`config.mk`:
```
export PLATFORM = sky130hd
export DESIGN_NAME = debugApb
export DESIGN_NICKNAME = d
export VERILOG_FILES = /design/src/common/rvIsaPkg.sv /design/src/common/coreBusPkg.sv /design/src/logic/debugApb.sv
export SDC_FILE = /design/constraint.sdc
export NUM_CORES = 1
export LEC_CHECK = 0
export BUFFER_PORTS_ARGS = -buffer_cell sky130_fd_sc_hd__buf_2
export CAP_MARGIN = 20
export CORE_AREA = 4 4 111 113
export DETAILED_ROUTE_END_ITERATION = 12
export DIE_AREA = 0 0 115 117
export GPL_TIMING_DRIVEN = 0
export SYNTH_ARGS = -nofsm -noshare
export SYNTH_HDL_FRONTEND = slang
export SYNTH_SLANG_ARGS = --single-unit
```
`constraint.sdc`:
```
create_clock -name clk -period 6.6 [get_ports clk]
set_clock_uncertainty 0.2 [all_clocks]
set_input_delay 0.33 -clock clk [delete_from_list [all_inputs] [get_ports clk]]
set_output_delay 0.33 -clock clk [all_outputs]
set_load 0.02 [all_outputs]
```
`src/common/rvIsaPkg.sv`:
```
package rvIsaPkg;

  // datapath widths
  localparam int xlen = 64;
  localparam int regAddrW = 5;
  localparam int csrAddrW = 12;
  localparam int gprCount = 32;

  // pre-decoded micro-op kinds
  typedef enum logic [2:0] {
    opAdd,
    opAddi,
    opCsrrw,
    opCsrrs,
    opCsrrc,
    opEcall,
    opMret
  } opE;

  // machine CSRs implemented by the core
  typedef enum logic [csrAddrW-1:0] {
    csrMstatus = 12'h300,
    csrMtvec   = 12'h305,
    csrMepc    = 12'h341,
    csrMcause  = 12'h342
  } csrAddrE;

  // mcause exception codes
  localparam logic [xlen-1:0] causeIllegalInstr = 64'd2;
  localparam logic [xlen-1:0] causeEcallM = 64'd11;

  // mstatus fields
  localparam int mstatusMie = 3;
  localparam int mstatusMpie = 7;

endpackage

```
`src/common/coreBusPkg.sv`:
```
package coreBusPkg;

  // one issued micro-op, immediate already sign-extended
  typedef struct packed {
    rvIsaPkg::opE                        op;
    logic [rvIsaPkg::xlen-1:0]           pc;
    logic [rvIsaPkg::regAddrW-1:0]       rd;
    logic [rvIsaPkg::regAddrW-1:0]       rs1;
    logic [rvIsaPkg::regAddrW-1:0]       rs2;
    logic [rvIsaPkg::xlen-1:0]           imm;
    logic [rvIsaPkg::csrAddrW-1:0]       csrAddr;
  } uopT;

  typedef struct packed {
    logic                                en;
    logic [rvIsaPkg::csrAddrW-1:0]       addr;
    logic [rvIsaPkg::xlen-1:0]           data;
  } csrWriteT;

  typedef struct packed {
    logic                                take;
    logic [rvIsaPkg::xlen-1:0]           cause;
    logic [rvIsaPkg::xlen-1:0]           epc;
  } trapT;

  // retired op as seen by the outside world
  typedef struct packed {
    logic [rvIsaPkg::xlen-1:0]           pc;
    logic [rvIsaPkg::xlen-1:0]           nextPc;
    logic                                rdWrite;
    logic [rvIsaPkg::regAddrW-1:0]       rd;
    logic [rvIsaPkg::xlen-1:0]           rdData;
    logic                                trapTaken;
  } commitT;

  // debug APB address map
  localparam int apbAddrW = 13;
  localparam int dbgCsrSel = 12;
  // gpr index field when csr space is not selected
  localparam int dbgGprLsb = 3;
  localparam int dbgGprMsb = 7;

endpackage

```
`src/logic/debugApb.sv`:
```
`timescale 1ns/1ps

module debugApb (
  input  logic                            clk,
  input  logic                            rstN,
  input  logic                            psel,
  input  logic                            penable,
  input  logic                            pwrite,
  input  logic [coreBusPkg::apbAddrW-1:0] paddr,
  input  logic [rvIsaPkg::xlen-1:0]       pwdata,
  output logic [rvIsaPkg::xlen-1:0]       prdata,
  output logic                            pready,
  output logic                            pslverr,
  output logic [rvIsaPkg::regAddrW-1:0]   gprAddr,
  input  logic [rvIsaPkg::xlen-1:0]       gprData,
  output logic [rvIsaPkg::csrAddrW-1:0]   csrAddr,
  input  logic [rvIsaPkg::xlen-1:0]       csrData,
  input  logic                            csrValid
);

  typedef enum logic {
    phIdle,
    phAccess
  } phaseE;

  phaseE phase;
  logic  isCsr;

  assign isCsr = paddr[coreBusPkg::dbgCsrSel];
  assign gprAddr = paddr[coreBusPkg::dbgGprMsb:coreBusPkg::dbgGprLsb];
  assign csrAddr = paddr[rvIsaPkg::csrAddrW-1:0];

  // response is captured in setup and shown in access
  always_ff @(posedge clk) begin
    if (!rstN) begin
      phase <= phIdle;
      pslverr <= 1'b0;
    end else begin
      case (phase)
        phIdle: begin
          if (psel && !penable) begin
            phase <= phAccess;
            pslverr <= pwrite || (isCsr && !csrValid);
          end
        end
        default: begin
          phase <= phIdle;
          pslverr <= 1'b0;
        end
      endcase
    end
  end

  always_ff @(posedge clk) begin
    if ((phase == phIdle) && psel && !penable) begin
      // writes read back as zero
      prdata <= pwrite ? '0 : (isCsr ? csrData : gprData);
    end
  end

  assign pready = (phase == phAccess);

endmodule

```
# Yosys cells after proc, flatten, opt, wreduce, memory -nomap -nowiden
# Index checks and enable logic that the tools add are counted.
# Widths: inputs -> output; s select.
[classes] bitwise_logic=2 n_reduce_logical=8 n_mux=2
[op_table] op="$mux 64" count=1
[op_table] op="$logic_and 1x1->1" count=4
[op_table] op="$logic_not 1->1" count=2
[op_table] op="$not 1->1" count=2
[op_table] op="$reduce_or 2->1" count=1
[op_table] op="$logic_or 1x1->1" count=1
[op_table] op="$mux 1" count=1
[word_totals] in_bits=211 output_inout_bits=83 reg_bits=66 elab_cells=15

# Logic depth before layout (Yosys ltp)
[depth] ltp_word=3 depth_mapped=4 ltp_nobuf=3

# Worst setup path before layout
# Ideal clock, no wire load.
[synth_timing] path_kind="input -> register" start="input port penable" end="register prdata[0] (netlist name), enable pin" required_time_ns=5.914 arrival_time_ns=3.185 setup_ns=0.486 n_path_buf=0 cell_stages=2 path_slack_ns=2.729 path_cell_list="nand2b_1 -> nor2_1"
[synth_between] elab_chain_cells=2
[synth_lines] element="start, declared" line_no="debugApb.sv:7" source="input logic penable,"
[synth_lines] element="$logic_not 1->1" line_no="debugApb.sv:55" source="if ((phase == phIdle) && psel && !penable) begin"
[synth_lines] element="$logic_and 1x1->1" line_no="debugApb.sv:55"
[synth_lines] element="end signal, assigned" line_no="debugApb.sv:57" source="prdata <= pwrite ? '0 : (isCsr ? csrData : gprData);"
[synth_lines] element="end, declared" line_no="debugApb.sv:11" source="output logic [rvIsaPkg::xlen-1:0] prdata,"
# Every way passes these cells.
# A chain may end at the register's enable or synchronous reset.

# Worst setup path in the final report
[layout_timing] start="register phase (netlist: pready)" end="register prdata[38] (netlist name), enable pin"
[layout_between] elab_chain_cells=3
[layout_lines] element="start, declared" line_no="debugApb.sv:26" source="phaseE phase;"
[layout_lines] element="start signal, assigned" line_no="debugApb.sv:36" source="phase <= phIdle;"
[layout_lines] element="start signal, assigned" line_no="debugApb.sv:42" source="phase <= phAccess;"
[layout_lines] element="start signal, assigned" line_no="debugApb.sv:47" source="phase <= phIdle;"
[layout_lines] element="$not 1->1"
[layout_lines] element="$logic_and 1x1->1 (2 in a row)" line_no="debugApb.sv:55"
# Every way passes these cells.

==> summary.md <==
| Metric | Value |
|---|---|
| Status | `complete, no violations` |
| DP Worst Slack | `4.40 ns` |
| GRT Total Usage | `between 10% and 20%` |
| Slowest stage cell, crit path | `nor2_4` |
| Clk sink count | `66` |
| Top Layer Used | `met4` |
| Cell family with most CP delay | `simple AND/OR/NAND/NOR gates` |
| CP max stage delay | `~0.56 ns` |
| Synthesized cell area | `3140 sq um` |
| Yosys warns | `0` |
| # DRC | `0` |
| CTS Hold Buffers Added | `0` |
| Mapped Cells | `around 230` |
| Critical path cell sequence | `nor2_4 -> buf_16 -> buf_16` |
| Overflow after GRT | `0` |
| Syn Nets | `about 440` |
| Synth top area cells | `edfxtp_1 (61%), mux2i_1 (20%), nor2_1 (7.9%)` |
| Pwr Total | `approximately 1.1 mW` |
| Num rows | `39` |
| Area leader, netlist | `edfxtp_1` |
| Clock share of power | `between 40% and 50%` |
| Least-Margin Pin Slew | `roughly 0.69 ns` |
| Tcrit/Tclk final | `around 28%` |
| Average wire per standard cell | `around 14 um` |
| Register area share after synthesis | `62.4%` |
| CP startpoint kind | `register` |
| Int Power | `~860 uW` |
| Die X | `115 um` |
| Share of cells above drive strength 1 | `~55%` |
| Final WS setup | `between 4 and 5 ns` |
| Routability Congestion | `0.715` |
| CP endpoint kind | `register` |
| DP HPWL | `roughly 6.9 mm` |
| Total CTS buffers | `9` |
| Most numerous cell on the critical path | `buf_16` |
| Clk slew on worst S/H paths | `~0.05 ns` |
| Nets | `674` |
| Placed cells | `slightly below 600` |
| VDD IR max | `~83 uV` |
| Final slew viol count | `0` |
| Post-CTS setup buffers | `0` |
| Yosys cell types | `12` |
| Post_cts resized | `0` |
| Routed wire length | `8.42 mm` |
| Maxcap violations | `0` |
| P_sw | `around 260 uW` |
| Critical path fanouts, max | `24` |
| Top cell type's share of synthesized area | `around three fifths` |
| Synth-to-layout area growth | `51.1%` |
| Total die area | `between 10000 and 15000 sq um` |
| Post-route minimum period | `1.83 ns` |
| P per Cell Area | `between 200 and 250 nW/um^2` |
| First-pass DRT Iterations | `4` |
| Initial antenna violation count | `0` |
| First-pass GRT wire length | `between 10 and 15 mm` |
| Vias in the first global route | `roughly 2600` |
| Min-delay worst type | `primary input to register` |
| Die Ht | `around 120 um` |
| Syn Area/Cell | `approximately 13 sq um` |
| DRT antenna net count | `0` |
| Leakage | `~2.3 nW` |
| RSZ-0062 raised after global routing | `no` |
| Clock root cell | `clkbuf_16` |
| Largest net degree at the start of global routing | `25` |
| Sw frac | `between 20% and 30%` |
| Clock insertion delay at the later pin of the skew report | `between 0.3 and 0.4 ns` |
| Critical path class | `register to register` |
| Worst slew margin | `between 50% and 60%` |
| Final setup viols | `0` |
| Flop pwr share | `between 40% and 50%` |
| CTS tree | `yes` |
| Crit path required time | `between 6 and 7 ns` |
| Setup_tns | `0 ns` |
| Max frequency | `roughly 550 MHz` |
| Ant. Diodes | `0` |
| Yosys reg bits | `66` |
| Routed length on met1 | `between 3 and 4 mm` |
| Vias/cell | `4.15` |
| Met3 routed WL | `roughly 750 um` |
| Initial core utilization | `between 20 and 30%` |
| Final hold vios | `0` |
| H-tree Lvls | `3` |
| Port Buffer Count | `around 220` |
| Via count | `2536` |
| Met2 wire len | `4.33 mm` |
| Combinational share of power | `between 15 and 20%` |
| WP buf/inv | `2` |
| I/O Pins | `roughly 290` |
| Final std cells w/o fill | `611` |
| DR iter-0 viols | `130` |
| Core area | `roughly 11000 sq um` |
| Worst EP arrival | `~1.7 ns` |
| Max Root-Sink Buffers | `2` |
metrics by stage:
stage | util (%) | hold WS (ns) | cell area [sq um]
6_report | 42.0 | 0.0736 | 4750
3_3_place_gp | 38.9 | 0.290 | 4410
5_1_grt | 42.0 | 0.0942 | 4750
2_1_floorplan | - | 0.282 | 3140
3_5_place_dp | 39.5 | 0.329 | 4470
4_1_cts | 42.0 | 0.0610 | 4750
layout by cell type, fill, tap and decap left out, drive strengths merged:
| cell type | instances |
|---|---|
| nor2b | 2 |
| clkbuf | 12 |
| clkinv | 3 |
| dfxtp | 2 |
| bufinv | 1 |
| nand2b | 2 |
| nor3 | 2 |
| mux2i | 64 |
| edfxtp | 64 |
| buf | 250 |
| nor2 | 66 |
final timing paths:
path | from | to | slack, ns | cells past startpoint
setup reg to reg | pready$_SDFF_PP0_ | prdata[38]$_SDFFCE_PP0P_ | 4.77 | 3
hold reg to reg | pslverr$_SDFFE_PP0P_ | pslverr$_SDFFE_PP0P_ | 0.32 | 2
hold / removal | rstN | pready$_SDFF_PP0_ | 0.07 | 3
setup / recovery | pready$_SDFF_PP0_ | prdata[38]$_SDFFCE_PP0P_ | 4.77 | 3
power groups by stage:
| stage | Combinational (mW) | Sequential [mW] | Clock [mW] |
|---|---|---|---|
| floorplan | 0.0751 | 0.529 | 0 |
| global placement | 0.178 | 0.502 | 0 |
| detailed placement | 0.186 | 0.500 | 0 |
| CTS | 0.186 | 0.492 | 0.463 |
| global route | 0.199 | 0.493 | 0.483 |
| finish | 0.182 | 0.491 | 0.452 |
worst register-to-register path: stages, from the launching register on:
cell     delay (ns)
dfxtp_1        0.34
nor2_4         0.56
buf_16         0.25
buf_16         0.18
cell type report:
cell class              count  area (sq um)
fillers                  1092          6570
flip-flops and latches     66          1960
repair buffers            219          1140
multi-input cells         136           931
plain buffers              31           259
clock buffers              12           236
well taps                 143           179
clock inverters             4          42.5
synthesized netlist by cell type:
cell,instances
buf_8,6
nor2_1,66
buf_1,4
buf_4,17
nor3_1,2
nand2b_1,2
dfxtp_1,2
edfxtp_1,64
buf_6,1
mux2i_1,64
nor2b_1,2
buf_2,3
state kept, by name (all words and copies together) (netlist names):
register / flops
pslverr: 1
pready: 1
prdata: 64
routing by layer:
layer  vias to the layer above  track usage [%]
li1                       1267                -
met1                      1137             13.8
met2                       126             21.4
met3                         6             3.44
met4                         0             4.23
met5                         -                0
logic make-up after synthesis:
logic type    Yosys count  share of synthesized area (%)
buf+inv                31                           8.24
flops                  66                           62.4
mux                    64                           20.4
simple gates           72                           8.99
Note: power is estimated with default switching activity, not from simulation.
