## src/common/rvIsaPkg.sv

```systemverilog
package rvIsaPkg;

  // datapath widths
  localparam int xlen = 64;
  localparam int regAddrW = 5;
  localparam int csrAddrW = 12;
  localparam int gprCount = 32;

  // pre-decoded micro-op kinds
  typedef enum logic [2:0] {
    opAdd,
    opAddi,
    opCsrrw,
    opCsrrs,
    opCsrrc,
    opEcall,
    opMret
  } opE;

  // machine CSRs implemented by the core
  typedef enum logic [csrAddrW-1:0] {
    csrMstatus = 12'h300,
    csrMtvec   = 12'h305,
    csrMepc    = 12'h341,
    csrMcause  = 12'h342
  } csrAddrE;

  // mcause exception codes
  localparam logic [xlen-1:0] causeIllegalInstr = 64'd2;
  localparam logic [xlen-1:0] causeEcallM = 64'd11;

  // mstatus fields
  localparam int mstatusMie = 3;
  localparam int mstatusMpie = 7;

endpackage

```

## src/common/coreBusPkg.sv

```systemverilog
package coreBusPkg;

  // one issued micro-op, immediate already sign-extended
  typedef struct packed {
    rvIsaPkg::opE                        op;
    logic [rvIsaPkg::xlen-1:0]           pc;
    logic [rvIsaPkg::regAddrW-1:0]       rd;
    logic [rvIsaPkg::regAddrW-1:0]       rs1;
    logic [rvIsaPkg::regAddrW-1:0]       rs2;
    logic [rvIsaPkg::xlen-1:0]           imm;
    logic [rvIsaPkg::csrAddrW-1:0]       csrAddr;
  } uopT;

  typedef struct packed {
    logic                                en;
    logic [rvIsaPkg::csrAddrW-1:0]       addr;
    logic [rvIsaPkg::xlen-1:0]           data;
  } csrWriteT;

  typedef struct packed {
    logic                                take;
    logic [rvIsaPkg::xlen-1:0]           cause;
    logic [rvIsaPkg::xlen-1:0]           epc;
  } trapT;

  // retired op as seen by the outside world
  typedef struct packed {
    logic [rvIsaPkg::xlen-1:0]           pc;
    logic [rvIsaPkg::xlen-1:0]           nextPc;
    logic                                rdWrite;
    logic [rvIsaPkg::regAddrW-1:0]       rd;
    logic [rvIsaPkg::xlen-1:0]           rdData;
    logic                                trapTaken;
  } commitT;

  // debug APB address map
  localparam int apbAddrW = 13;
  localparam int dbgCsrSel = 12;
  // gpr index field when csr space is not selected
  localparam int dbgGprLsb = 3;
  localparam int dbgGprMsb = 7;

endpackage

```

## src/csr/csrFile.sv

```systemverilog
`timescale 1ns/1ps

module csrFile (
  input  logic                          clk,
  input  logic                          rstN,
  input  coreBusPkg::csrWriteT          csrWrite,
  input  coreBusPkg::trapT              trap,
  input  logic                          mret,
  input  logic [rvIsaPkg::csrAddrW-1:0] rdAddr,
  output logic [rvIsaPkg::xlen-1:0]     rdData,
  output logic                          rdValid,
  input  logic [rvIsaPkg::csrAddrW-1:0] dbgAddr,
  output logic [rvIsaPkg::xlen-1:0]     dbgData,
  output logic                          dbgValid,
  output logic [rvIsaPkg::xlen-1:0]     mtvec,
  output logic [rvIsaPkg::xlen-1:0]     mepc
);

  logic [rvIsaPkg::xlen-1:0] mstatusQ;
  logic [rvIsaPkg::xlen-1:0] mtvecQ;
  logic [rvIsaPkg::xlen-1:0] mepcQ;
  logic [rvIsaPkg::xlen-1:0] mcauseQ;

  function automatic logic isImpl(input logic [rvIsaPkg::csrAddrW-1:0] addr);
    case (addr)
      rvIsaPkg::csrMstatus,
      rvIsaPkg::csrMtvec,
      rvIsaPkg::csrMepc,
      rvIsaPkg::csrMcause: return 1'b1;
      default:             return 1'b0;
    endcase
  endfunction

  function automatic logic [rvIsaPkg::xlen-1:0] readMux(
    input logic [rvIsaPkg::csrAddrW-1:0] addr
  );
    case (addr)
      rvIsaPkg::csrMstatus: return mstatusQ;
      rvIsaPkg::csrMtvec:   return mtvecQ;
      rvIsaPkg::csrMepc:    return mepcQ;
      rvIsaPkg::csrMcause:  return mcauseQ;
      default:              return '0;
    endcase
  endfunction

  // software write wins over trap entry, trap entry over mret
  always_ff @(posedge clk) begin
    if (!rstN) begin
      mstatusQ <= '0;
    end else if (csrWrite.en && (csrWrite.addr == rvIsaPkg::csrMstatus)) begin
      mstatusQ <= csrWrite.data;
    end else if (trap.take) begin
      mstatusQ[rvIsaPkg::mstatusMpie] <= mstatusQ[rvIsaPkg::mstatusMie];
      mstatusQ[rvIsaPkg::mstatusMie] <= 1'b0;
    end else if (mret) begin
      mstatusQ[rvIsaPkg::mstatusMie] <= mstatusQ[rvIsaPkg::mstatusMpie];
      mstatusQ[rvIsaPkg::mstatusMpie] <= 1'b1;
    end
  end

  always_ff @(posedge clk) begin
    if (!rstN) begin
      mtvecQ <= '0;
    end else if (csrWrite.en && (csrWrite.addr == rvIsaPkg::csrMtvec)) begin
      mtvecQ <= csrWrite.data;
    end
  end

  always_ff @(posedge clk) begin
    if (!rstN) begin
      mepcQ <= '0;
    end else if (csrWrite.en && (csrWrite.addr == rvIsaPkg::csrMepc)) begin
      mepcQ <= csrWrite.data;
    end else if (trap.take) begin
      mepcQ <= trap.epc;
    end
  end

  always_ff @(posedge clk) begin
    if (!rstN) begin
      mcauseQ <= '0;
    end else if (csrWrite.en && (csrWrite.addr == rvIsaPkg::csrMcause)) begin
      mcauseQ <= csrWrite.data;
    end else if (trap.take) begin
      mcauseQ <= trap.cause;
    end
  end

  assign rdData = readMux(rdAddr);
  assign rdValid = isImpl(rdAddr);
  assign dbgData = readMux(dbgAddr);
  assign dbgValid = isImpl(dbgAddr);

  // redirect targets
  assign mtvec = mtvecQ;
  assign mepc = mepcQ;

endmodule

```

## config.mk

```make
export PLATFORM = sky130hd
export DESIGN_NAME = csrFile
export DESIGN_NICKNAME = d
export VERILOG_FILES = /design/src/common/rvIsaPkg.sv /design/src/common/coreBusPkg.sv /design/src/csr/csrFile.sv
export SDC_FILE = /design/constraint.sdc
export NUM_CORES = 1
export LEC_CHECK = 0
export BUFFER_PORTS_ARGS = -buffer_cell sky130_fd_sc_hd__buf_4
export CAP_MARGIN = 20
export CORE_MARGIN = 4
export CORE_UTILIZATION = 40
export CTS_BUF_LIST = sky130_fd_sc_hd__clkbuf_16
export DETAILED_ROUTE_END_ITERATION = 10
export GPL_ROUTABILITY_DRIVEN = 0
export SLEW_MARGIN = 20
export SYNTH_ARGS = -nofsm -noshare
export SYNTH_HDL_FRONTEND = slang
export SYNTH_SLANG_ARGS = --single-unit
export TNS_END_PERCENT = 100
```

## constraint.sdc

```tcl
create_clock -name clk -period 4.27 [get_ports clk]
set_clock_uncertainty 0.2 [all_clocks]
set_input_delay 0.6405 -clock clk [delete_from_list [all_inputs] [get_ports clk]]
set_output_delay 0.6405 -clock clk [all_outputs]
set_load 0.02 [all_outputs]
```

[Word level (Yosys, flattened, before mapping)]
Index checks and enable logic that the tools add are counted.
Cells by class
  equality and inequality tests: 12
  mux-type cells: 14
  reductions and logical operators: 9
Operators by type and width (count)
  64-bit case mux with 4 select lines: 2
  64-bit 2-to-1 mux: 4
  12-bit by 10-bit == test with 1-bit output, second input constant: 12
  1-bit 2-to-1 mux: 8
  4-bit OR reduction: 2
  1-bit logical AND: 4
  2-bit nonzero test: 2
  3-bit nonzero test: 1
Storage, ports and cells
  flip-flop bits (word level): 256
  input port bits: 233
  output and inout bits: 258

[Logic depth before layout (Yosys ltp)]
  depth after elaboration: 3
  depth in mapped cells: 6

[Worst setup path after synthesis]
Ideal clock, no wire load.
  path kind: input-to-output
  from: in rdAddr[0] (netlist bit)
  to: out rdData[10] (netlist bit)
  data arrival time: 1.781 ns
  data required time: 3.429 ns
  path slack: 1.648 ns
  stages: 6
  path buffers: 3
  cell sequence: buf_2 -> buf_2 -> clkbuf_1 -> nor3b_1 -> o21ai_0 -> a21oi_1
On the way
  word-level cells in the longest chain between the ends: 2
RTL lines
  start: declaration: RTL line csrFile.sv:9  | input logic [rvIsaPkg::csrAddrW-1:0] rdAddr,
  12-bit by 10-bit == test with 1-bit output: RTL line csrFile.sv:37  | case (addr)
  64-bit case mux with 4 select lines (*): RTL line csrFile.sv:37
  end: declaration: RTL line csrFile.sv:10  | output logic [rvIsaPkg::xlen-1:0] rdData,
Every way passes the cells marked *; elsewhere a longest branch is shown, timed or not.

[Worst setup path after layout]
  from: in dbgAddr[2] (netlist bit)
  to: out dbgData[40] (netlist bit)
On the way
  word-level cells in the longest chain between the ends: 2
RTL lines
  start: declaration: RTL line csrFile.sv:12  | input logic [rvIsaPkg::csrAddrW-1:0] dbgAddr,
  12-bit by 10-bit == test with 1-bit output: RTL line csrFile.sv:37
  64-bit case mux with 4 select lines (*): RTL line csrFile.sv:37
  end: declaration: RTL line csrFile.sv:13  | output logic [rvIsaPkg::xlen-1:0] dbgData,
Marked as above.

==> flow_summary.yaml <==
cts:
  clock_path_buffers: 3
  post_cts_resized: 0
  cts_sinks: 256
  cts_tree: "done"
  hold_buffers: 0
  post-cts-setup-buffers: 0
  cts_buffers: 34
  cts_root_buf: "clkbuf_16"
  clkTransAtPathRegs_ps: 50
  h-tree-depth: 2
  clock_latency_ps: 530
synth:
  syn_nets: 2354
  synthCells: 2121
  synth_area_sq_um: 17800
  synth.area.top_cells: "dfxtp_1, mux2i_1, and3b_1"
  ys_ff_latch: 256
  syn_area_per_cell_sq_um: 8.37
  synth_top_area_share_pct: 28.9
  ys_types: 33
  synth_area_leader_cell: "dfxtp_1"
  yosysWarnings: 0
  ys_seq_area_share_pct: 28.9
finish:
  final_layout_size_suffix_gt1_share_pct: 29.0
  nets: 2695
  mostFrequentLayoutCell: "buf_4"
  finalInstanceArea_sq_um: 22600
  layout_common_cells: "buf_4, nand2_1, and3b_1, mux2i_1, dfxtp_1"
  post-route-util_pct: 51.9
  syn2layout_area_growth_pct: 27.1
  final_cells: 3072
global_routing:
  grt-ovfl-total: 0
  antenna_found_initial: 3
  grt_pass1_vias: 17500
  grt_util_all_layers_pct: 27.3
  grt_start_max_net_pins: 112
  grt_pass1_wl_mm: 104
floorplanning:
  rows: 76
  io_pins: 491
  die_y_um: 219
  core-area_sq_um: 43500
  start_util_pct: 40.9
  die_w_um: 219
  die-area_sq_um: 47800
worst_setup_path:
  crit_path_cell_trace: "buf_4 > buf_4 > and3_1 > o21ai_0 > a21oi_1 > buf_4"
  path_common_cell: "buf_4"
  critPathCaptureType: "output port"
  critPathSlowestCell: "buf_4"
  max_stage_delay_ps: 610
  criticalPathCategory: "input pin to output port"
  worst_setup_path_start_kind: "input pin"
  cp.arrival_ps: 2480
  path_max_fanout: 71
  crit_required_ps: 3430
route:
  wl_per_cell_um: 22.5
  dr.pass1.iters: 7
  drc: 0
  initialDrtViolationCount: 1420
  avgViaCountPerCell: 5.74
  wirelength_mm: 69.2
  postRouteAntennaNets: 0
  via_count: 17600
place:
  dp_hpwl_mm: 45.6
  dpl_cell_area_sq_um: 21500
  dp.cells: 3011
  numPortBuffers: 490
  place_ws_ps: 994
timing:
  finalHoldViolations: 0
  worst_pin_slew_ps: 1040
  post-route-min-period_ps: 3320
  period_share_pct: 77.7
  finalSetupViolations: 0
  slew_headroom_pct: 30.8
  max_freq_mhz: 301
  drv_slew: 0
  grt_setup_unrepaired: "no"
  setup_tns_ps: 0
  final.setup.worst_slack_ps: 952
power_and_ir_drop:
  max-vdd-ir-drop_v: 0.000190
  powerDensity_nw_per_um2: 276
  static-leakage-power_nw: 12.0
run_status:
  status: "complete, no violations"
hold_path:
  hold_path_class: "input pin to flip-flop"
job:
  maxCapViolations: 0
[stage by stage]
step	hold slack (ps)	total power, mW
floorplan	242	3.07
global placement	250	3.46
detailed placement	260	3.48
CTS	204	6.29
global route	227	6.46
finish	224	6.23
[worst max-delay path, delay by kind of cell]
kind,cells,cell delay [ps]
compound gates,2,360
buf+inv,3,1220
simple gates,1,200
[layer usage]
metal  wire length, um  share of wire (%)  track usage [%]  vias to the layer above
met3              4990                7.2             5.31                      129
met5                13              0.019                0                        -
li1                  -                  -                -                     8241
met1             29000                 42             34.9                     8609
met4              2100                3.0             8.81                        2
met2             33200                 48             46.5                      663
[power breakdown]
part | internal (mW) | switching (mW) | total [mW] | leakage, nW
sequential | 2.46 | 0.0651 | 2.53 | 2.09
combinational | 0.415 | 0.493 | 0.908 | 9.32
clock | 1.67 | 1.13 | 2.80 | 0.548
[cell type report]
class / instances / area (sq um)
Antenna cell: 2 / 5.00
Clock buffer: 37 / 926
Clock inverter: 22 / 145
Fill cell: 4136 / 20900
Multi-Input combinational cell: 1634 / 11500
Sequential cell: 256 / 5120
Tap cell: 585 / 732
Timing Repair Buffer: 536 / 4170
[flip-flops by register name, indices dropped and copies added, names as in the netlist]
register and count:
mcauseQ 64, mepc 64, mstatusQ 64, mtvec 64
[synthesized netlist by cell type, drive strengths merged]
master,n
a211o,2
a211oi,2
a21oi,128
and2,1
and3,128
and3b,256
and4bb,2
buf,93
clkbuf,138
dfxtp,256
mux2,129
mux2i,256
nand2,318
nand2b,1
nand3b,1
nand4,6
nand4bb,2
nor2,3
nor2b,2
nor3,5
nor3b,130
nor4b,1
o21ai,256
o21ba,2
o311ai,1
xnor2,2
[worst paths after layout]
path / to / cells after the start / slack (ps) / start
min: mstatusQ[16] / 3 / 220 / csrWrite[16]
min reg2reg: mstatusQ[1] / 2 / 270 / mstatusQ[1]
max: dbgData[40] / 6 / 950 / dbgAddr[2]
max reg2reg: mepc[54] / 3 / 3130 / mepc[54]
[kinds of logic (layout without fill, tap and decap cells)]
logic type / Yosys count / after routing / synth area share [%]
AND/OR/NAND/NOR: 856 / 856 / 30.6
buffers and inverters: 231 / 595 / 6.60
AO/OA/AOI/OAI: 391 / 391 / 11.2
flip-flops: 256 / 256 / 28.9
multiplexers: 385 / 385 / 22.6
other: 0 / 2 / 0
XOR/XNOR: 2 / 2 / 0.0987
No activity file was read; power rests on OpenSTA's default activity.
