[src/common/rvIsaPkg.sv]
package rvIsaPkg;

  // datapath widths
  localparam int xlen = 64;
  localparam int regAddrW = 5;
  localparam int csrAddrW = 12;
  localparam int gprCount = 32;

  // pre-decoded micro-op kinds
  typedef enum logic [2:0] {
    opAdd,
    opAddi,
    opCsrrw,
    opCsrrs,
    opCsrrc,
    opEcall,
    opMret
  } opE;

  // machine CSRs implemented by the core
  typedef enum logic [csrAddrW-1:0] {
    csrMstatus = 12'h300,
    csrMtvec   = 12'h305,
    csrMepc    = 12'h341,
    csrMcause  = 12'h342
  } csrAddrE;

  // mcause exception codes
  localparam logic [xlen-1:0] causeIllegalInstr = 64'd2;
  localparam logic [xlen-1:0] causeEcallM = 64'd11;

  // mstatus fields
  localparam int mstatusMie = 3;
  localparam int mstatusMpie = 7;

endpackage

[src/common/coreBusPkg.sv]
package coreBusPkg;

  // one issued micro-op, immediate already sign-extended
  typedef struct packed {
    rvIsaPkg::opE                        op;
    logic [rvIsaPkg::xlen-1:0]           pc;
    logic [rvIsaPkg::regAddrW-1:0]       rd;
    logic [rvIsaPkg::regAddrW-1:0]       rs1;
    logic [rvIsaPkg::regAddrW-1:0]       rs2;
    logic [rvIsaPkg::xlen-1:0]           imm;
    logic [rvIsaPkg::csrAddrW-1:0]       csrAddr;
  } uopT;

  typedef struct packed {
    logic                                en;
    logic [rvIsaPkg::csrAddrW-1:0]       addr;
    logic [rvIsaPkg::xlen-1:0]           data;
  } csrWriteT;

  typedef struct packed {
    logic                                take;
    logic [rvIsaPkg::xlen-1:0]           cause;
    logic [rvIsaPkg::xlen-1:0]           epc;
  } trapT;

  // retired op as seen by the outside world
  typedef struct packed {
    logic [rvIsaPkg::xlen-1:0]           pc;
    logic [rvIsaPkg::xlen-1:0]           nextPc;
    logic                                rdWrite;
    logic [rvIsaPkg::regAddrW-1:0]       rd;
    logic [rvIsaPkg::xlen-1:0]           rdData;
    logic                                trapTaken;
  } commitT;

  // debug APB address map
  localparam int apbAddrW = 13;
  localparam int dbgCsrSel = 12;
  // gpr index field when csr space is not selected
  localparam int dbgGprLsb = 3;
  localparam int dbgGprMsb = 7;

endpackage

[src/logic/execUnit.sv]
`timescale 1ns/1ps

module execUnit (
  input  logic                          clk,
  input  logic                          rstN,
  input  logic                          uopValid,
  input  coreBusPkg::uopT               uop,
  output logic [rvIsaPkg::regAddrW-1:0] r1Addr,
  input  logic [rvIsaPkg::xlen-1:0]     r1Data,
  output logic [rvIsaPkg::regAddrW-1:0] r2Addr,
  input  logic [rvIsaPkg::xlen-1:0]     r2Data,
  output logic                          wen,
  output logic [rvIsaPkg::regAddrW-1:0] waddr,
  output logic [rvIsaPkg::xlen-1:0]     wdata,
  output logic [rvIsaPkg::csrAddrW-1:0] csrRdAddr,
  input  logic [rvIsaPkg::xlen-1:0]     csrRdData,
  input  logic                          csrRdValid,
  input  logic [rvIsaPkg::xlen-1:0]     mtvec,
  input  logic [rvIsaPkg::xlen-1:0]     mepc,
  output coreBusPkg::csrWriteT          csrWrite,
  output coreBusPkg::trapT              trap,
  output logic                          mretPulse,
  output logic                          commitValid,
  output coreBusPkg::commitT            commit
);

  logic                      rdWrite;
  logic [rvIsaPkg::xlen-1:0] rdVal;
  logic [rvIsaPkg::xlen-1:0] nextPc;
  coreBusPkg::csrWriteT      csrWr;
  coreBusPkg::trapT          trapReq;
  logic                      mretReq;
  coreBusPkg::commitT        commitNext;

  assign r1Addr = uop.rs1;
  assign r2Addr = uop.rs2;
  assign csrRdAddr = uop.csrAddr;

  always_comb begin
    rdWrite = 1'b0;
    rdVal = '0;
    nextPc = uop.pc + 64'd4;
    csrWr = '0;
    trapReq = '0;
    mretReq = 1'b0;
    case (uop.op)
      rvIsaPkg::opAdd: begin
        rdWrite = 1'b1;
        rdVal = r1Data + r2Data;
      end
      rvIsaPkg::opAddi: begin
        rdWrite = 1'b1;
        rdVal = r1Data + uop.imm;
      end
      rvIsaPkg::opCsrrw, rvIsaPkg::opCsrrs, rvIsaPkg::opCsrrc: begin
        if (!csrRdValid) begin
          trapReq.take = 1'b1;
          trapReq.cause = rvIsaPkg::causeIllegalInstr;
          nextPc = mtvec;
        end else begin
          rdWrite = 1'b1;
          rdVal = csrRdData;
          csrWr.addr = uop.csrAddr;
          // set/clear with rs1 = x0 must not write
          csrWr.en = (uop.op == rvIsaPkg::opCsrrw) || (uop.rs1 != '0);
          if (uop.op == rvIsaPkg::opCsrrw) begin
            csrWr.data = r1Data;
          end else if (uop.op == rvIsaPkg::opCsrrs) begin
            csrWr.data = csrRdData | r1Data;
          end else begin
            csrWr.data = csrRdData & ~r1Data;
          end
        end
      end
      rvIsaPkg::opEcall: begin
        trapReq.take = 1'b1;
        trapReq.cause = rvIsaPkg::causeEcallM;
        nextPc = mtvec;
      end
      rvIsaPkg::opMret: begin
        mretReq = 1'b1;
        nextPc = mepc;
      end
      default: begin
        trapReq.take = 1'b1;
        trapReq.cause = rvIsaPkg::causeIllegalInstr;
        nextPc = mtvec;
      end
    endcase
    trapReq.epc = uop.pc;
  end

  // side effects only for a valid op
  assign wen = uopValid && rdWrite;
  assign waddr = uop.rd;
  assign wdata = rdVal;

  always_comb begin
    csrWrite = csrWr;
    csrWrite.en = uopValid && csrWr.en;
    trap = trapReq;
    trap.take = uopValid && trapReq.take;
  end

  assign mretPulse = uopValid && mretReq;

  always_comb begin
    commitNext.pc = uop.pc;
    commitNext.nextPc = nextPc;
    commitNext.rdWrite = rdWrite;
    commitNext.rd = uop.rd;
    commitNext.rdData = rdVal;
    commitNext.trapTaken = trapReq.take;
  end

  always_ff @(posedge clk) begin
    if (!rstN) begin
      commitValid <= 1'b0;
    end else begin
      commitValid <= uopValid;
    end
  end

  always_ff @(posedge clk) begin
    if (uopValid) begin
      commit <= commitNext;
    end
  end

endmodule

[config.mk]
export PLATFORM = sky130hd
export DESIGN_NAME = execUnit
export DESIGN_NICKNAME = d
export VERILOG_FILES = /design/src/common/rvIsaPkg.sv /design/src/common/coreBusPkg.sv /design/src/logic/execUnit.sv
export SDC_FILE = /design/constraint.sdc
export NUM_CORES = 1
export LEC_CHECK = 0
export BUFFER_PORTS_ARGS = -buffer_cell sky130_fd_sc_hd__buf_2
export CORE_AREA = 5 5 378 380
export CTS_CLUSTER_DIAMETER = 60
export DETAILED_ROUTE_END_ITERATION = 8
export DIE_AREA = 0 0 383 385
export MAX_ROUTING_LAYER = met4
export PLACE_DENSITY = 0.4
export SETUP_SLACK_MARGIN = 0.05
export SLEW_MARGIN = 20
export SYNTH_ARGS = -nofsm -noshare
export SYNTH_HDL_FRONTEND = slang
export SYNTH_SLANG_ARGS = --single-unit
[constraint.sdc]
create_clock -name clk -period 9.85 [get_ports clk]
set_input_delay 1.97 -clock clk [delete_from_list [all_inputs] [get_ports clk]]
set_output_delay 1.97 -clock clk [all_outputs]
set_load 0.01 [all_outputs]
After elaboration in Yosys (flattened, before gate mapping). Cells that the tools add are included.

Register bits after elaboration: 200. Input bits: 482. Output and inout port bits: 499. Word-level logic and storage cells: 42.

$add $sub $neg: 3. Equal/unequal tests: 6. Mux-type cells: 13. Bitwise logic cells: 3. Reduce and logical (&&, ||, !) cells: 10.

Operator list (number): $pmux 64 s3 (2); $mux 64 (4); $pmux 65 s3 (1); $mux 77 (2); $add 64x64->64 (2); $mux 65 (1); $add 64x3->64 const B (1); $and 64x64->64 (1); $not 64->64 (1); $or 64x64->64 (1); $eq 3x3->1 const B (3); $eq 3x2->1 const B (2); $reduce_or 3->1 (2); $reduce_bool 5->1 (1); $logic_and 1x1->1 (4); $eq 3x1->1 const B (1); $logic_not 3->1 (1); $mux 1 (2); $pmux 1 s2 (1); $reduce_or 2->1 (1); $logic_or 1x1->1 (1).

Logic depth before layout (Yosys ltp). Gate-level depths: netlist of run 1.

Depth after elaboration: 7. Mapped depth: 18. Gate-level depth less buffers: 15.

Worst setup path after synthesis of run 1. No wires, ideal clock.

Path type: input to output. Start point: input port uop[156] in the netlist's numbering. End point: output port wdata[58] in the netlist's numbering. Arrival time: 5840 ps. Setup slack: 2040 ps. Cell stages on the path: 18. Cells stage by stage: nor2_1 -> and2_1 -> clkbuf_1 -> clkbuf_1 -> mux2_2 -> ha_1 -> fa_1 -> a21oi_1 -> o211ai_2 -> and4bb_1 -> nor4_1 -> o21ai_2 -> a41oi_2 -> o31a_1 -> o21ai_1 -> xnor2_1 -> o21ai_1 -> buf_4.

RTL lines: from (decl) (line execUnit.sv:7) `input coreBusPkg::uopT uop,`; to (decl) (line execUnit.sv:14) `output logic [rvIsaPkg::xlen-1:0] wdata,`.

Worst setup path in the final report of run 1.
Start point: input port uop[156] in the netlist's numbering. End point: output port wdata[58] in the netlist's numbering.

Cells in the longest elaborated chain, start to end: 3. Elaborated cells on any way between the ends: 7. Those cells by class: eq/ne (4); mux (1); reduce/logical (2).

Ends and longest elaborated chain: $eq 3x2->1 / $eq 3x3->1 (equally long branches) (line execUnit.sv:46) `case (uop.op)`; $reduce_or 3->1 (line execUnit.sv:46); $pmux 64 s3 * (line execUnit.sv:46).

Every way passes the cells marked *; elsewhere a longest branch is shown, timed or not.

==> results.sh, run 1 <==
export IMPL_path_clk_slew_ns=0.09
export IMPL_dp_hpwl_um=95700
export IMPL_p_per_area_nw_per_um2=130
export IMPL_start_util=0.115
export IMPL_post_route_period_util=0.903
export IMPL_synth_warnings=0
export IMPL_cp_required_ns=7.88
export IMPL_die_h_um=385
export IMPL_criticalPathCategory="primary input to primary output"
export IMPL_ys_flop_type="edfxtp_1"
export IMPL_drc=0
export IMPL_worst_hold_path_type="primary input to flip-flop"
export IMPL_root_buffer="clkbuf_16"
export IMPL_synth_cell_type_count=67
export IMPL_vias=16300
export IMPL_track_usage=0.145
export IMPL_rows=137
export IMPL_post_drt_wl_per_cell_um=25.2
export IMPL_maxSlewHeadroom=0.375
export IMPL_peakVddDrop_uv=118
export IMPL_clock_path_buffers=2
export IMPL_p_leak_uw=0.00953
export IMPL_setup_viol=0
export IMPL_area_growth_pct=38.0
export IMPL_grt_max_degree=115
export IMPL_p_comb_frac=0.352
export IMPL_place_gp_congestion=0.880
export IMPL_finalSetupTns_ns=0
export IMPL_cp_end_kind="primary output"
export IMPL_p_sw_uw=1090
export IMPL_ys_seq_area_frac=0.377
export IMPL_p_sw_frac=0.383
export IMPL_antenna_found_initial=72
export IMPL_clockPowerShare=0.275
export IMPL_io_buffers=909
export IMPL_syn_area_um2=15900
export IMPL_synth_edf_count=199
export IMPL_worstMarginPinSlew_ns=0.937
export IMPL_grt_overflow_total=0
export IMPL_core_um2=139000
export IMPL_drv_slew=0
export IMPL_io_pins=981
export IMPL_ctsHoldBuffers=0
export IMPL_tritoncts="built"
export IMPL_crit_fanout=20
export IMPL_cts_buffers=17
export IMPL_finalHoldViolCount=0
export IMPL_p_seq_frac=0.373
export IMPL_layout_commonest_cell="buf_2"
export IMPL_crit_arrival_ns=6.93
export IMPL_cp_start_kind="primary input"
export IMPL_cts_setup_buffers=0
export IMPL_fill_cells=16000
export IMPL_via_per_inst=3.76
export IMPL_ant_nets=0
export IMPL_drive_gt1_frac=0.421
export IMPL_syn_inst=1772
export IMPL_grt_pass1_wl_um=141000
export IMPL_drt_pre_antenna_iters=5
export IMPL_intPower_uw=1760
export IMPL_ctsHtreeMaxLevel=4
export IMPL_period_minus_slack_ns=8.90
export IMPL_cts_resized_gates=0
export IMPL_final_cell_mix="buf_2, nand2_1, edfxtp_1"
export IMPL_grt_pass1_vias=15900
export IMPL_drt_wl_total_um=109000
export IMPL_yosys_top_cells_area="edfxtp_1, buf_4, ha_1"
export IMPL_rsz0062_at_grt="false"
export IMPL_die_area_um2=147000
export IMPL_die_width_um=383
export IMPL_status="finished clean"
export IMPL_yosys_register_bits=200
export IMPL_drv_cap=0
export IMPL_max_freq_mhz=112
export IMPL_p_total_uw=2850
export IMPL_cts_sinks=200
export IMPL_nets=3049
export IMPL_syn_avg_cell_area_um2=8.98
export IMPL_synth_async_sr_flop_share=0
export IMPL_synth_area_leader_cell="edfxtp_1"
export IMPL_synth_top_area_frac=0.375
export IMPL_drtIter0Drc=1169
[synth_stat cells (2+ instances only)]
master / n
mux2_2: 63
a22o_1: 5
nor3_1: 10
a21o_1: 26
nand3_1: 38
nand4_1: 29
nor2b_1: 5
nor4_1: 5
o311ai_0: 2
or3_1: 5
o21ai_2: 2
o21bai_1: 13
a211oi_1: 4
a31oi_1: 9
and2_1: 20
and3_1: 16
o211ai_1: 7
o221a_2: 2
o211a_1: 2
o21ai_1: 11
inv_1: 24
buf_4: 219
nand2_1: 199
o31ai_1: 2
and4_1: 5
nor2_1: 178
buf_2: 7
edfxtp_1: 199
or2_2: 3
ha_1: 77
a211o_1: 2
o41ai_1: 2
xnor2_1: 52
o22ai_1: 4
nand2b_1: 5
a222oi_1: 3
o221ai_1: 2
clkbuf_1: 60
xor2_1: 70
a221oi_1: 2
a21oi_1: 134
o21ai_0: 146
buf_1: 11
a22oi_1: 58
o21a_1: 12
[cells by family after synthesis]
kind of cell             count (synthesis)  synth area share
AO/OA/AOI/OAI                          460             0.176
XOR/XNOR                               122            0.0671
adder cells (fa/ha/maj)                 78            0.0618
buffers and inverters                  321             0.128
flip-flops                             200             0.377
multiplexers                            64            0.0452
other                                    1          0.000236
AND/OR/NAND/NOR                        526             0.146
[critical path: stages]
cell      delay (ns)
buf_2           0.15
nor2_4          0.12
and2_4          0.34
buf_4           0.36
mux2_2          0.38
ha_1            0.22
fa_1            0.42
a21oi_1         0.26
o211ai_2        0.15
and4bb_1        0.29
nor4_1          0.65
o21ai_2         0.34
a41oi_2         0.41
o31a_1          0.26
o21ai_1         0.09
xnor2_1         0.15
o21ai_1         0.16
buf_2           0.18
[flip-flops by register name, indices dropped and copies added (netlist names)]
register     count
commitValid      1
commit         199
[layout make-up]
type / instances / area (um2) / share of cell area
Multi-Input combinational cell: 1311 / 8170 / 0.372
Timing Repair Buffer: 935 / 4770 / 0.217
Clock buffer: 17 / 425 / 0.0194
Tap cell: 1807 / 2260 / 0.103
Sequential cell: 200 / 6000 / 0.273
Inverter: 24 / 90.1 / 0.00410
Antenna cell: 39 / 97.6 / 0.00444
Clock inverter: 14 / 160 / 0.00729
[power groups by stage]
stage          Clock, uW  Combinational [uW]  Sequential (uW)
2_1_floorplan          0                 509             1130
3_3_place_gp           0                1030             1080
3_5_place_dp           0                1020             1080
4_1_cts              829                1030             1060
5_1_grt              846                1090             1070
6_report             782                1000             1060
[final timing paths]
kind | from | to | slack (ns) | cells past startpoint
hold / removal | uop[89] | commit[68] | 1.63 | 1
setup / recovery | uop[156] | wdata[58] | 0.95 | 18
[routing by layer]
metal,GRT usage,part of all wire,vias to the layer above
li1,-,-,7587
met2,0.250,0.50,738
met5,-,0,-
met1,0.163,0.39,7912
met4,0.0264,0.015,0
met3,0.0517,0.10,99
[per-stage QoR]
stage / instance area (um2) / cells / setup slack, ns / util / hold WS, ns
2_1_floorplan: 16100 / 1832 / 2.04 / - / 2.07
3_5_place_dp: 21300 / 4277 / 0.780 / 0.153 / 2.16
6_report: 22000 / 4347 / 0.951 / 0.158 / 1.63
4_1_cts: 21900 / 4308 / 0.770 / 0.158 / 1.56
5_1_grt: 21900 / 4337 / 0.543 / 0.158 / 1.59
3_3_place_gp: 21300 / 4277 / 0.770 / 0.153 / 2.16
Note: power is estimated with default switching activity, not from simulation.
==> inputs of run 2 (changes only) <==
- clock period: 9.85 -> 10.52 ns (I/O delays scaled with it)
==> run 2 against run 1 <==
  * Critical path type unchanged
  * Non-clock buffer count shrank 1
  * Combinational power shrank 6%
  * Critical endpoint is now wdata[63]
  * Sequential cell count is the same
  * Cell area grew 0.23%
  * Global-route usage grew 0.071 points
  * Count of clock-buffer cells in the layout grew 1
==> results.sh, run 2 (same netlist as run 1, synthesis figures left out) <==
export IMPL_status="finished clean"
export IMPL_dp_hpwl_um=95200
export IMPL_die_h_um=385
export IMPL_path_clk_slew_ns=0.09
export IMPL_cp_num_buf_inv=3
export IMPL_start_util=0.115
export IMPL_area_growth_pct=38.3
export IMPL_cts_setup_buffers=0
export IMPL_rsz0062_at_grt="false"
export IMPL_clock_path_buffers=2
export IMPL_crit_arrival_ns=7.10
export IMPL_hold_path_endpoint="commit[66]"
export IMPL_worst_hold_path_type="primary input to flip-flop"
export IMPL_hold_start="uop[87]"
export IMPL_ant_nets=0
export IMPL_vias=16300
export IMPL_worstMarginPinSlew_ns=0.941
export IMPL_cts_resized_gates=0
export IMPL_track_usage=0.145
export IMPL_setup_viol=0
export IMPL_drv_cap=0
export IMPL_via_per_inst=3.74
export IMPL_drt_pre_antenna_iters=5
export IMPL_antenna_found_initial=82
export IMPL_reg_largest_list="commit: 199 flops, commitValid: 1 flops"
export IMPL_criticalPathCategory="primary input to primary output"
export IMPL_cts_sinks=200
export IMPL_io_pins=981
export IMPL_cp_required_ns=8.42
export IMPL_drc=0
export IMPL_cts_buffers=17
export IMPL_max_freq_mhz=109
export IMPL_drive_gt1_frac=0.421
export IMPL_post_drt_wl_per_cell_um=25.1
export IMPL_period_minus_slack_ns=9.21
export IMPL_die_area_um2=147000
export IMPL_final_cell_mix="buf_2, nand2_1, edfxtp_1"
export IMPL_nets=3048
export IMPL_finalHoldViolCount=0
export IMPL_path_cells="buf_2 > nor2_4 > and2_4 > mux2_2 > ha_1 > nand4_1 > nor4_1 > nand4_1 > o221ai_1 > o21ai_1 > buf_4 > o31ai_2 > o22ai_1 > o21a_1 > xnor2_1 > o21ai_0 > buf_2"
export IMPL_drt_wl_total_um=110000
export IMPL_grt_overflow_total=0
export IMPL_grt_pass1_wl_um=141000
export IMPL_dp_cells=4276
export IMPL_p_per_area_nw_per_um2=122
export IMPL_grt_pass1_vias=16000
export IMPL_grt_max_degree=115
export IMPL_ctsHtreeMaxLevel=4
export IMPL_post_route_period_util=0.875
export IMPL_cp_start_kind="primary input"
export IMPL_peakVddDrop_uv=115
export IMPL_die_width_um=383
export IMPL_slowest_stage="o221ai_1"
export IMPL_fin_cells=4360
export IMPL_whs_path_depth=1
export IMPL_layout_commonest_cell="buf_2"
export IMPL_drtIter0Drc=1023
export IMPL_root_buffer="clkbuf_16"
export IMPL_critPathTopFamily="compound AO/OA/AOI/OAI gates"
export IMPL_ctsHoldBuffers=0
export IMPL_io_buffers=909
export IMPL_place_gp_congestion=0.876
export IMPL_core_um2=139000
export IMPL_maxSlewHeadroom=0.366
export IMPL_drv_slew=0
export IMPL_cp_end_kind="primary output"
export IMPL_finalSetupTns_ns=0
export IMPL_p_leak_uw=0.00954
export IMPL_tritoncts="built"
export IMPL_cpPeakStageDelay_ns=0.60
export IMPL_largest_reg_flops=199
export IMPL_top_register="commit"
export IMPL_rows=137
export IMPL_crit_fanout=33
==> run 2: layer usage <==
| metal | routed length, um | global-route usage |
|---|---|---|
| met5 | 0 | - |
| met4 | 2100 | 0.0339 |
| met3 | 11900 | 0.0577 |
| met2 | 54400 | 0.249 |
| met1 | 41200 | 0.159 |
==> run 2: worst max path at each step <==
stage | startpoint | end | slack (ns) | cells after the start
floorplan | uop[156] | wdata[58] | 2.44 | 18
global placement | uop[156] | wdata[63] | 1.05 | 17
global route | uop[156] | wdata[63] | 0.76 | 17
detailed placement | uop[156] | wdata[63] | 1.02 | 17
finish | uop[156] | wdata[63] | 1.31 | 17
CTS | uop[156] | wdata[63] | 1.01 | 17
==> run 2: cell type report <==
type,instances,area [um2]
flip-flops and latches,200,6000
multi-input cells,1311,8170
clock buffers,18,429
clock inverters,14,183
fillers,16000,117000
diodes,52,130
well taps,1807,2260
inverters,24,90.1
repair buffers,934,4760
==> run 2: report_power, final <==
| group | internal (uW) | total (uW) | switching, uW |
|---|---|---|---|
| clock network | 343 | 759 | 416 |
| registers | 972 | 992 | 20.7 |
| logic | 337 | 943 | 607 |
| total | 1650 | 2690 | 1040 |
==> run 2: metrics by stage <==
| stage | power, uW | utilization | instance area, um2 | hold slack, ns | setup slack [ns] |
|---|---|---|---|---|---|
| 6_report | 2690 | 0.159 | 22000 | 1.75 | 1.31 |
| 2_1_floorplan | 1530 | - | 16100 | 2.20 | 2.44 |
| 5_1_grt | 2850 | 0.158 | 22000 | 1.70 | 0.758 |
| 3_3_place_gp | 1980 | 0.153 | 21300 | 2.30 | 1.05 |
| 3_5_place_dp | 1980 | 0.153 | 21300 | 2.29 | 1.02 |
| 4_1_cts | 2770 | 0.158 | 21900 | 1.67 | 1.01 |
==> inputs of run 3 (changes only) <==
- clock period: 10.52 -> 9.1 ns (I/O delays scaled with it)
==> run 3 against run 2 <==
  * Power rose by 16%
  * Via count is essentially flat
  * Global-route usage is essentially flat
  * First-iteration DRC count decreased by 0.98%
  * Sequential share of layout area barely moved
  * Die area stayed put
  * Critical path depth is 2 lower
  * Cell count is 0.16% lower
  * Largest cell class unchanged
  * Highest routed layer unchanged
==> results.sh, run 3 (same netlist as run 1, synthesis figures left out) <==
export IMPL_grt_max_degree=62
export IMPL_io_buffers=909
export IMPL_io_pins=981
export IMPL_cts_buffers=17
export IMPL_p_sw_frac=0.387
export IMPL_p_per_area_nw_per_um2=141
export IMPL_tritoncts="built"
export IMPL_cpPeakStageDelay_ns=0.61
export IMPL_cts_setup_buffers=0
export IMPL_dp_slack_ns=0.0794
export IMPL_cp_common_cell="buf_2"
export IMPL_via_per_inst=3.75
export IMPL_start_util=0.115
export IMPL_dp_cells=4283
export IMPL_area_growth_pct=38.3
export IMPL_peakVddDrop_uv=141
export IMPL_status="finished clean"
export IMPL_top_register="commit"
export IMPL_root_buffer="clkbuf_16"
export IMPL_critPathTopFamily="simple AND/OR/NAND/NOR gates"
export IMPL_slowest_stage="nor4_1"
export IMPL_cp_start_kind="primary input"
export IMPL_intPower_uw=1910
export IMPL_reg_largest_list="commit: 199 flops, commitValid: 1 flops"
export IMPL_clockPowerShare=0.281
export IMPL_core_um2=139000
export IMPL_cp_end_kind="primary output"
export IMPL_p_sw_uw=1200
export IMPL_antenna_found_initial=70
export IMPL_drive_gt1_frac=0.422
export IMPL_crit_arrival_ns=6.68
export IMPL_drc=0
export IMPL_fin_cells=4353
export IMPL_path_clk_slew_ns=0.10
export IMPL_die_h_um=385
export IMPL_drtIter0Drc=1013
export IMPL_fill_cells=16000
export IMPL_max_freq_mhz=118
export IMPL_ant_nets=0
export IMPL_dp_hpwl_um=95800
export IMPL_die_area_um2=147000
export IMPL_final_seq_area_um2=6000
export IMPL_nets=3055
export IMPL_place_gp_congestion=0.871
export IMPL_vias=16300
export IMPL_cp_num_buf_inv=2
export IMPL_track_usage=0.146
export IMPL_cp_required_ns=7.28
export IMPL_setup_viol=0
export IMPL_period_minus_slack_ns=8.50
export IMPL_criticalPathCategory="primary input to primary output"
export IMPL_p_comb_frac=0.351
export IMPL_ctsHtreeMaxLevel=4
export IMPL_rows=137
export IMPL_setup_ws_ns=0.598
export IMPL_clock_path_buffers=2
export IMPL_die_width_um=383
export IMPL_worst_hold_path_type="primary input to flip-flop"
export IMPL_post_drt_wl_per_cell_um=25.2
export IMPL_crit_fanout=16
export IMPL_maxSlewHeadroom=0.362
export IMPL_drt_pre_antenna_iters=5
export IMPL_drt_wl_total_um=110000
export IMPL_drv_cap=0
export IMPL_grt_pass1_wl_um=142000
export IMPL_worstMarginPinSlew_ns=0.957
export IMPL_path_cells="buf_2 > nor2_4 > and2_4 > mux2_2 > ha_1 > fa_1 > a21oi_1 > o211ai_2 > and4bb_1 > nor4_1 > o21ai_2 > nand2b_1 > xnor2_1 > o21ai_1 > buf_2"
export IMPL_p_leak_uw=0.00957
export IMPL_grt_pass1_vias=16100
export IMPL_drv_slew=0
export IMPL_rsz0062_at_grt="false"
export IMPL_cts_sinks=200
export IMPL_grt_overflow_total=0
export IMPL_ctsHoldBuffers=0
export IMPL_layout_commonest_cell="buf_2"
export IMPL_final_cell_mix="buf_2, nand2_1, edfxtp_1"
export IMPL_largest_reg_flops=199
export IMPL_post_route_period_util=0.934
export IMPL_finalHoldViolCount=0
export IMPL_p_seq_frac=0.368
export IMPL_multi_input_area_um2=8170
export IMPL_finalSetupTns_ns=0
==> run 3: cell types whose count changed in the layout (fill, tap and decap cells not counted) <==
cell        change
diode_2        -14
inv_8           +2
clkinv_4        +1
clkinv_2        -1
buf_12          -1
clkinv_8        -2
o21ai_1         +1
clkinvlp_4      +1
inv_6           -1
o21ai_0         -1
buf_4           +8
==> run 3: stage by stage <==
step	total power (uW)	util	cell area [um2]	hold WS, ns
finish	3110	0.159	22000	1.47
global route	3310	0.158	22000	1.42
CTS	3200	0.158	21900	1.41
detailed placement	2290	0.154	21300	2.01
global placement	2290	0.154	21300	2.01
floorplan	1770	-	16100	1.92
==> run 3: repair_timing <==
action	CTS	global route
setup endpoints to repair	0	1
resized for setup	0	1
endpoints found under the hold margin	0	0
==> run 3: final cells by class <==
type	count	area share
antenna	38	0.00432
clock buffer	18	0.0195
clock inverter	14	0.00796
inverter	24	0.00409
multi-input combinational	1311	0.371
sequential	200	0.272
tap	1807	0.103
timing repair buffer	941	0.218
==> run 3: power groups by stage <==
stage                     logic (uW)  clock network, uW  registers (uW)
after global placement          1120                  0            1170
after floorplan                  550                  0            1220
after CTS                       1120                932            1150
final                           1090                876            1150
after global routing            1200                954            1160
after detailed placement        1120                  0            1170
==> run 3: worst paths after layout <==
path / startpoint / endpoint / slack, ns / cells past startpoint
worst max-delay path: uop[156] / wdata[30] / 0.60 / 15
worst min-delay path: uop[89] / commit[68] / 1.47 / 1
==> run 3: routing by layer <==
metal  vias to the layer above  share of wire  track usage
li1                       7593              -            -
met1                      7901           0.38        0.157
met3                        96           0.10       0.0573
met4                         0          0.019       0.0312
met5                         -              0            -
met2                       722           0.50        0.253
